--- src/source/ir_sense_pkg.sv ---
/*
 * Sensor-side definitions for a fixed six-channel IR bar.
 * Channel codes are the A2D mux inputs. Sweep order and group mapping are hard-wired.
 */
package ir_sense_pkg;

    localparam int A2D_W = 12;

    localparam logic [12:0] SETTLE_LONG   = 13'd4096; // first channel of a pair
    localparam logic [12:0] SETTLE_SHORT  = 13'd32;
    localparam logic [7:0]  PWM_OFF_COUNT = 8'h8C;

    localparam logic [2:0] W_IN  = 3'd1;
    localparam logic [2:0] W_MID = 3'd2;
    localparam logic [2:0] W_OUT = 3'd4;

    typedef enum logic [2:0] {
        chan_0 = 3'd0,
        chan_1 = 3'd1,
        chan_2 = 3'd2,
        chan_3 = 3'd3,
        chan_4 = 3'd4,
        chan_7 = 3'd7
    } ir_chan_e;

    typedef enum logic [1:0] {grp_in, grp_mid, grp_out} ir_group_e;

    typedef enum logic [2:0] {idle, settle, conv_dummy, conv_real, sample_out} seq_state_e;

    typedef struct packed {
        ir_chan_e           channel;
        logic [A2D_W-1:0]   value;
    } ir_sample_t;

    // sweep order 1, 0, 4, 2, 3, 7
    function automatic ir_chan_e next_chan(input ir_chan_e ch);
        case (ch)
            chan_1:  return chan_0;
            chan_0:  return chan_4;
            chan_4:  return chan_2;
            chan_2:  return chan_3;
            chan_3:  return chan_7;
            default: return chan_1;
        endcase
    endfunction

    // 1, 4 and 3 lead their pair; long settle, positive side of the error
    function automatic logic is_first_of_pair(input ir_chan_e ch);
        return (ch == chan_1) || (ch == chan_4) || (ch == chan_3);
    endfunction

    function automatic ir_group_e chan_group(input ir_chan_e ch);
        case (ch)
            chan_1, chan_0: return grp_in;
            chan_4, chan_2: return grp_mid;
            default:        return grp_out;
        endcase
    endfunction

    function automatic logic [2:0] chan_weight(input ir_chan_e ch);
        case (chan_group(ch))
            grp_in:  return W_IN;
            grp_mid: return W_MID;
            default: return W_OUT;
        endcase
    endfunction

endpackage

--- src/source/pi_ctrl_pkg.sv ---
/*
 * Control-side types and constants. Gains are unsigned magnitudes applied to
 * signed operands. Every product is arithmetically shifted right by GAIN_SHIFT.
 */
package pi_ctrl_pkg;

    typedef logic signed [11:0] error_t;
    typedef logic signed [11:0] motor_t;

    localparam logic [13:0] P_TERM     = 14'h3680;
    localparam logic [11:0] I_TERM     = 12'h500;
    localparam int          GAIN_SHIFT = 12;
    localparam int          INT_SHIFT  = 4;

    localparam int INT_DECIMATE = 4;    // integrate once per 4 sweeps
    localparam int DEC_W        = $clog2(INT_DECIMATE);

    localparam logic [11:0] FWD_CAP = 12'h700;

    typedef enum logic [1:0] {pi_idle, pi_intgrl, pi_gain, pi_motor} pi_state_e;

    typedef struct packed {
        error_t error;
        logic   valid;
    } err_result_t;

    // clamp to the 12 bit signed range
    function automatic error_t sat_12(input logic signed [15:0] v);
        if (v > 16'sd2047) begin
            return 12'sh7FF;
        end else if (v < -16'sd2048) begin
            return 12'sh800;
        end
        return v[11:0];
    endfunction

endpackage

--- src/source/ir_sequencer.sv ---
/*
 * Each strt_cnv must be answered by exactly one cnv_cmplt, at least one cycle later.
 * The first conversion of every channel is thrown away. A sweep starts only from idle
 * with go high and always finishes once started.
 */
`timescale 1ns/1ps

module ir_sequencer import ir_sense_pkg::*; (
    input  logic             clk,
    input  logic             rst_n,
    input  logic             go,
    input  logic             cnv_cmplt,
    input  logic [A2D_W-1:0] A2D_res,
    output logic             strt_cnv,
    output ir_chan_e         chnnl,
    output logic             ir_on,
    output logic             pwm_start,
    output ir_sample_t       sample,
    output logic             sample_valid
);

    seq_state_e  state;
    logic [12:0] timer;         // settle counter
    logic [12:0] settle_len;

    // long settle when the IR group has just been switched
    assign settle_len = is_first_of_pair(chnnl) ? SETTLE_LONG : SETTLE_SHORT;

    always_ff @(posedge clk or negedge rst_n) begin
        if (!rst_n) begin
            state        <= idle;
            timer        <= '0;
            chnnl        <= chan_1;
            strt_cnv     <= 1'b0;
            ir_on        <= 1'b0;
            pwm_start    <= 1'b0;
            sample_valid <= 1'b0;
        end else begin
            strt_cnv     <= 1'b0;
            pwm_start    <= 1'b0;
            sample_valid <= 1'b0;
            case (state)
                idle: begin
                    if (go) begin
                        state     <= settle;
                        timer     <= '0;
                        ir_on     <= 1'b1;
                        pwm_start <= 1'b1;
                    end
                end
                settle: begin
                    if (timer == settle_len - 13'd1) begin
                        state    <= conv_dummy;
                        strt_cnv <= 1'b1;
                    end else begin
                        timer <= timer + 13'd1;
                    end
                end
                conv_dummy: begin
                    if (cnv_cmplt) begin  // result discarded
                        state    <= conv_real;
                        strt_cnv <= 1'b1;
                    end
                end
                conv_real: begin
                    if (cnv_cmplt) begin
                        state        <= sample_out;
                        sample_valid <= 1'b1;
                        ir_on        <= 1'b0;
                    end
                end
                sample_out: begin
                    chnnl <= next_chan(chnnl);
                    if (chnnl == chan_7) begin
                        state <= idle;  // wraps to channel 1
                    end else begin
                        state     <= settle;
                        timer     <= '0;
                        ir_on     <= 1'b1;
                        pwm_start <= 1'b1;
                    end
                end
                default: state <= idle;
            endcase
        end
    end

    // real conversion result, tagged with its channel
    always_ff @(posedge clk) begin
        if (state == conv_real && cnv_cmplt) begin
            sample.channel <= chnnl;
            sample.value   <= A2D_res;
        end
    end

    // the converter sees a clean edge for every request
    a_strt_cnv_pulse: assert property (
        @(posedge clk) disable iff (!rst_n) strt_cnv |=> !strt_cnv
    ) else $error("strt_cnv held high for two cycles");

endmodule

--- src/source/ir_pwm.sv ---
/*
 * IR emitter drive. The pulse is only meaningful while ir_on is high.
 * Only the group of the current channel is lit.
 * chnnl may only change along with pwm_start.
 */
`timescale 1ns/1ps

module ir_pwm import ir_sense_pkg::*; (
    input  logic     clk,
    input  logic     rst_n,
    input  ir_chan_e chnnl,
    input  logic     ir_on,
    input  logic     pwm_start,
    output logic     IR_in_en,
    output logic     IR_mid_en,
    output logic     IR_out_en
);

    logic [7:0] pwm_cnt;
    logic       pulse;
    logic       lit;
    ir_group_e  group;

    always_ff @(posedge clk or negedge rst_n) begin
        if (!rst_n) begin
            pwm_cnt <= '0;
        end else if (!ir_on || pwm_start) begin
            pwm_cnt <= '0;
        end else begin
            pwm_cnt <= pwm_cnt + 8'd1;  // wraps every 256
        end
    end

    always_ff @(posedge clk or negedge rst_n) begin
        if (!rst_n) begin
            pulse <= 1'b0;
        end else if (pwm_start) begin
            pulse <= 1'b1;
        end else if (!ir_on) begin
            pulse <= 1'b0;
        end else if (pwm_cnt == 8'hFF) begin
            pulse <= 1'b1;
        end else if (pwm_cnt == PWM_OFF_COUNT) begin
            pulse <= 1'b0;
        end
    end

    assign group = chan_group(chnnl);
    assign lit   = pulse && ir_on;  // drops with ir_on, no trailing cycle

    assign IR_in_en  = lit && (group == grp_in);
    assign IR_mid_en = lit && (group == grp_mid);
    assign IR_out_en = lit && (group == grp_out);

    // group routing must not switch under a running pulse
    a_chan_stable: assert property (
        @(posedge clk) disable iff (!rst_n) (ir_on && !pwm_start) |-> $stable(chnnl)
    ) else $error("channel changed while its IR group was on");

endmodule

--- src/source/error_accum.sv ---
/*
 * Samples must arrive in sweep order, starting with channel 1.
 * Error = in*1 + mid*2 + out*4 over the pair differences, saturated to 12 bits.
 */
`timescale 1ns/1ps

module error_accum import ir_sense_pkg::*, pi_ctrl_pkg::*; (
    input  logic        clk,
    input  logic        rst_n,
    input  ir_sample_t  sample,
    input  logic        sample_valid,
    output err_result_t err,
    output logic [7:0]  LEDs
);

    logic signed [15:0] accum;
    logic        [15:0] mag;
    logic signed [15:0] base;
    logic signed [15:0] sum;

    // at most 4095 * 4, no overflow in 16 bits
    assign mag  = 16'(sample.value) * 16'(chan_weight(sample.channel));
    assign base = (sample.channel == chan_1) ? 16'sd0 : accum;  // new sweep
    assign sum  = is_first_of_pair(sample.channel) ? base + $signed(mag)
                                                   : base - $signed(mag);

    always_ff @(posedge clk) begin
        if (sample_valid) begin
            accum <= sum;
        end
    end

    always_ff @(posedge clk or negedge rst_n) begin
        if (!rst_n) begin
            err  <= '0;
            LEDs <= '0;
        end else begin
            err.valid <= 1'b0;
            if (sample_valid && sample.channel == chan_7) begin
                err.error <= sat_12(sum);
                err.valid <= 1'b1;
            end
            if (err.valid) begin
                LEDs <= err.error[11:4];    // top 8 bits of the error
            end
        end
    end

endmodule

--- src/source/pi_controller.sv ---
/*
 * Four cycles per error: integrate, gains, motors, back to idle.
 * A new error must not arrive while a computation is running.
 * The forward speed used by a sweep is the value before that sweep's ramp step.
 */
`timescale 1ns/1ps

module pi_controller import pi_ctrl_pkg::*; (
    input  logic        clk,
    input  logic        rst_n,
    input  logic        go,
    input  err_result_t err,
    output motor_t      lft_motor,
    output motor_t      rht_motor
);

    pi_state_e          state;
    logic [DEC_W-1:0]   dec_cnt;    // sweeps since reset, mod INT_DECIMATE
    error_t             err_q;
    error_t             intgrl;
    logic [11:0]        fwd;
    logic [11:0]        fwd_snap;
    logic signed [15:0] pcomp;
    logic signed [15:0] icomp;
    logic signed [15:0] int_sum;
    logic signed [15:0] rht_sum;
    logic signed [15:0] lft_sum;
    logic signed [26:0] p_prod;
    logic signed [26:0] i_prod;

    assign int_sum = 16'(intgrl) + 16'(err_q >>> INT_SHIFT);
    assign p_prod  = 27'(err_q) * 27'($signed({1'b0, P_TERM}));
    assign i_prod  = 27'(intgrl) * 27'($signed({1'b0, I_TERM}));
    assign rht_sum = $signed({4'b0000, fwd_snap}) - pcomp - icomp;
    assign lft_sum = $signed({4'b0000, fwd_snap}) + pcomp + icomp;

    always_ff @(posedge clk or negedge rst_n) begin
        if (!rst_n) begin
            state     <= pi_idle;
            dec_cnt   <= '0;
            intgrl    <= '0;
            fwd       <= '0;
            lft_motor <= '0;
            rht_motor <= '0;
        end else begin
            case (state)
                pi_idle: begin
                    if (err.valid) begin
                        state <= pi_intgrl;
                    end
                end
                pi_intgrl: begin
                    dec_cnt <= dec_cnt + 1'b1;
                    if (dec_cnt == DEC_W'(INT_DECIMATE - 1)) begin
                        intgrl <= sat_12(int_sum);
                    end
                    state <= pi_gain;
                end
                pi_gain: state <= pi_motor;
                pi_motor: begin
                    rht_motor <= sat_12(rht_sum);
                    lft_motor <= sat_12(lft_sum);
                    state     <= pi_idle;
                end
                default: state <= pi_idle;
            endcase

            if (!go) begin
                fwd <= '0;
            end else if (state == pi_intgrl && fwd < FWD_CAP) begin
                fwd <= fwd + 12'd1;     // one step per sweep
            end
        end
    end

    always_ff @(posedge clk) begin
        if (state == pi_idle && err.valid) begin
            err_q    <= err.error;
            fwd_snap <= fwd;
        end
        if (state == pi_gain) begin
            pcomp <= 16'(p_prod >>> GAIN_SHIFT);
            icomp <= 16'(i_prod >>> GAIN_SHIFT);    // uses this sweep's integrator
        end
    end

    // next sweep's error must not land in the middle of a computation
    a_err_when_idle: assert property (
        @(posedge clk) disable iff (!rst_n) err.valid |-> state == pi_idle
    ) else $error("error arrived while PI busy");

endmodule

--- src/source/motion_cntrl.sv ---
/*
 * Line follower motion controller. Motor outputs are the top 11 bits of
 * the 12 bit signed motor values.
 */
`timescale 1ns/1ps

module motion_cntrl import ir_sense_pkg::*, pi_ctrl_pkg::*; (
    input  logic        clk,
    input  logic        rst_n,
    input  logic        go,
    output logic        strt_cnv,
    output logic [2:0]  chnnl,
    input  logic        cnv_cmplt,
    input  logic [11:0] A2D_res,
    output logic        IR_in_en,
    output logic        IR_mid_en,
    output logic        IR_out_en,
    output logic [7:0]  LEDs,
    output logic [10:0] lft,
    output logic [10:0] rht
);

    ir_chan_e    chnnl_w;
    logic        ir_on;
    logic        pwm_start;
    ir_sample_t  sample;
    logic        sample_valid;
    err_result_t err;
    motor_t      lft_motor;
    motor_t      rht_motor;

    assign chnnl = chnnl_w;
    assign lft   = lft_motor[11:1];
    assign rht   = rht_motor[11:1];

    ir_sequencer u_seq (
        .clk, .rst_n, .go, .cnv_cmplt, .A2D_res, .strt_cnv,
        .chnnl(chnnl_w), .ir_on, .pwm_start, .sample, .sample_valid
    );

    ir_pwm u_pwm (
        .clk, .rst_n, .chnnl(chnnl_w), .ir_on, .pwm_start,
        .IR_in_en, .IR_mid_en, .IR_out_en
    );

    error_accum u_err (.clk, .rst_n, .sample, .sample_valid, .err, .LEDs);

    pi_controller u_pi (.clk, .rst_n, .go, .err, .lft_motor, .rht_motor);

endmodule

--- config.mk ---
export PLATFORM = sky130hd
export DESIGN_NAME = motion_cntrl
export DESIGN_NICKNAME = d
export VERILOG_FILES = /design/src/source/ir_sense_pkg.sv /design/src/source/pi_ctrl_pkg.sv /design/src/source/ir_sequencer.sv /design/src/source/ir_pwm.sv /design/src/source/error_accum.sv /design/src/source/pi_controller.sv /design/src/source/motion_cntrl.sv
export SDC_FILE = /design/constraint.sdc
export NUM_CORES = 1
export LEC_CHECK = 0
export BUFFER_PORTS_ARGS = -buffer_cell sky130_fd_sc_hd__buf_2
export CORE_UTILIZATION = 30
export CTS_BUF_LIST = sky130_fd_sc_hd__clkbuf_16
export DETAILED_ROUTE_END_ITERATION = 8
export HOLD_SLACK_MARGIN = 0.03
export SYNTH_ARGS = -nofsm -noshare
export SYNTH_HDL_FRONTEND = slang
export SYNTH_SLANG_ARGS = --single-unit
--- constraint.sdc ---
create_clock -name clk -period 14.7 [get_ports clk]
set_input_delay 4.41 -clock clk [delete_from_list [all_inputs] [get_ports clk]]
set_output_delay 4.41 -clock clk [all_outputs]
set_load 0.02 [all_outputs]
==> impl_metrics.env <==
export IMPL_cts_buffers=17
export IMPL_antenna_cells=0
export IMPL_endpoint_kind="register"
export IMPL_final_util_pct=33.8
export IMPL_post_drt_wl_per_cell_um=14.1
export IMPL_synth_area_leaders="dfrtp_1, edfxtp_1, ha_1"
export IMPL_core_um2=46800
export IMPL_finalHoldViolCount=0
export IMPL_power_leakage_nw=7.09
export IMPL_crit_type="reg2reg"
export IMPL_area_growth_pct=10.6
export IMPL_grt_pass1_vias=10100
export IMPL_synth_simple_area_share_pct=13.0
export IMPL_rsz0062_at_grt="no"
export IMPL_crit_slowest_cell="fa_1"
export IMPL_num_vias=10000
export IMPL_synth_commonest_cells="ha_1, inv_1, nand2_1"
export IMPL_worst_pin_slew_ns=1.19
export IMPL_antenna_found_initial=0
export IMPL_ys_flop_type="dfrtp_1"
export IMPL_avgSynthCellArea_um2=10.1
export IMPL_fmax_mhz=149
export IMPL_placed_cell_area_um2=15200
export IMPL_numClockSinks=185
export IMPL_vdd_drop_max_v=0.0000718
export IMPL_hold_depth=0
export IMPL_outcome="finished with violations"
export IMPL_crit_required_ns=15.02
export IMPL_crit_path_frequent_cell="xnor2_1"
export IMPL_routed_wl_um=29300
export IMPL_ys_ff_latch=185
export IMPL_drive_gt1_share_pct=9.15
export IMPL_finalPower_mw=2.70
export IMPL_synth_top_family_by_area="adder cells"
export IMPL_grt_start_max_net_pins=75
export IMPL_drt_iter0_drc=466
export IMPL_cp_arrival_ns=7.03
export IMPL_drt_vias_per_instance=4.80
export IMPL_tns_ns=0
export IMPL_die_w_um=220
export IMPL_synth_mux_area_share_pct=1.73
export IMPL_syn_area_um2=14300
export IMPL_die_y_um=220
export IMPL_design_area_um2=15800
export IMPL_fillers=4717
export IMPL_dp_hpwl_um=23300
export IMPL_slowest_delay_ns=0.59
export IMPL_nets=1708
export IMPL_track_usage_pct=12.5
export IMPL_initial_core_util_pct=30.6
export IMPL_slew_violations=0
export IMPL_postCtsSetupBuffers=0
export IMPL_synth_distinct_cells=78
export IMPL_cts_root_buf="clkbuf_16"
export IMPL_io_pins=53
export IMPL_synth_edf_count=82
export IMPL_io_buffers=52
export IMPL_cts_resized_gates=0
export IMPL_htreeDepth=4
export IMPL_die_area_um2=48500
export IMPL_cts_buffer_depth=2
export IMPL_firstDrtPassIters=7
export IMPL_fin_cells=2082
export IMPL_place_congestion=0.846
export IMPL_path_cells="xnor2_1 > nor2_1 > nand2_1 > fa_1 > inv_1 > ha_1 > a211oi_2 > nor2_1 > xor2_1 > or4b_1 > or3_1 > or3_1 > nand2_1 > xnor2_1 > ha_1 > and2_1 > a22o_1 > a311o_1 > o31a_1 > xnor2_1 > o21ai_0 > mux2i_1 > buf_4 > o211ai_2"
export IMPL_hold_ws_ns=0.454
export IMPL_r2r_cells=24
export IMPL_synth_top_area_share_pct=17.9
export IMPL_finalCritPeriodShare_pct=45.6
export IMPL_min_period_ns=6.71
export IMPL_yosysMostFrequentCell="ha_1"
export IMPL_async_flop_share_pct=55.7
export IMPL_clock_skew_ns=0.0103
export IMPL_post_place_ws_ns=7.96
export IMPL_cp_max_fo=12
export IMPL_clk_pin_slew_ns=0.06
export IMPL_setup_viol=0
export IMPL_placedCellCount=2050
export IMPL_synthAdderAreaFrac_pct=23.9
export IMPL_synth_compound_area_share_pct=14.5
export IMPL_clock_latency_ns=0.45
export IMPL_syn_nets=1659
export IMPL_start_kind="register"
export IMPL_grt_overflow=0
export IMPL_yosys_area_top_type="dfrtp_1"
export IMPL_powerDensity_nw_per_um2=171
export IMPL_syn_inst=1413
export IMPL_drv_cap=0
export IMPL_setup_ws_ns=7.99
export IMPL_violations="DRC"
export IMPL_cts_tree="yes"
export IMPL_synth_xor_area_share_pct=6.93
export IMPL_cts_hold_buffers=0
export IMPL_yosysSeqAreaShare_pct=35.3
export IMPL_drc=3
export IMPL_max_slew_margin_pct=20.9
export IMPL_row_count=79
export IMPL_postRouteAntennaNets=0
export IMPL_yosysWarnings=0
export IMPL_grt_pass1_wl_um=48400
export IMPL_hold_class="reg2reg"
## cells in the final DEF (no fill, tap or decap), types with 17 or more instances in the layout
master,instances
a21o_1,21
a21oi_1,81
and2_1,39
buf_2,51
clkbuf_16,17
dfrtp_1,102
edfxtp_1,82
fa_1,70
ha_1,160
inv_1,147
nand2_1,122
nand3_1,18
nor2_1,86
nor3_1,28
o21ai_0,60
xnor2_1,81
xor2_1,32
## sequential cells by signal, indices dropped and copies added (netlist names), 11 cells and up
signal	count
u_pi.icomp	12
u_pi.fwd_snap	12
u_seq.sample	15
u_pi.rht_motor	11
u_pi.err_q	12
u_err.accum	16
u_pi.lft_motor	11
u_pi.pcomp	15
u_seq.timer	13
u_pi.intgrl	12
u_pi.fwd	12
u_err.err	13
## critical path: cells and delay by family, from the launching register on
kind | cells | cell delay (ns)
and+or+nand+nor | 8 | 2.29
AOI/OAI and AO/OA | 6 | 1.37
adders and majority gates | 3 | 1.21
xor gates and xnor gates | 4 | 0.81
DFF | 1 | 0.49
buffers and inverters | 2 | 0.29
muxes | 1 | 0.15
## metal layers
| layer | wire [um] | up-vias | track usage [%] |
|---|---|---|---|
| li1 | - | 5026 | - |
| met1 | 13500 | 4804 | 15.2 |
| met2 | 14300 | 130 | 22.0 |
| met3 | 854 | 42 | 2.19 |
| met4 | 673 | 0 | 4.67 |
| met5 | 0 | - | 0 |
## layout make-up
cell class,instances,area (um^2),area share (%)
multi-input combinational,1053,8580,54.3
sequential,185,5040,31.9
tap,607,759,4.81
inverter,146,548,3.47
clock buffer,17,425,2.69
timing repair buffer,59,315,2.00
clock inverter,15,138,0.871
## kinds of logic after synthesis
group / count (synthesis)
xor+xnor: 113
fa+ha+maj: 231
simple gates: 383
compound gates: 303
flops: 185
mux: 23
buf+inv: 175
## power breakdown
group	switching (mW)	internal (mW)
Combinational	0.834	0.630
Clock	0.199	0.247
Sequential	0.106	0.680
Total	1.14	1.56
## path summary, 6_finish.rpt
check	start	to	slack [ns]
max	u_seq.sample[14]	u_err.err[7]	7.99
min	u_err.err[1]	u_pi.err_q[0]	0.45
max reg2reg	u_seq.sample[14]	u_err.err[7]	7.99
min reg2reg	u_err.err[1]	u_pi.err_q[0]	0.45
max in group asynchronous	rst_n	u_pwm.pwm_cnt[5]	9.53
min in group asynchronous	rst_n	u_pi.rht_motor[3]	3.90
Note: power is estimated with default switching activity, not from simulation.
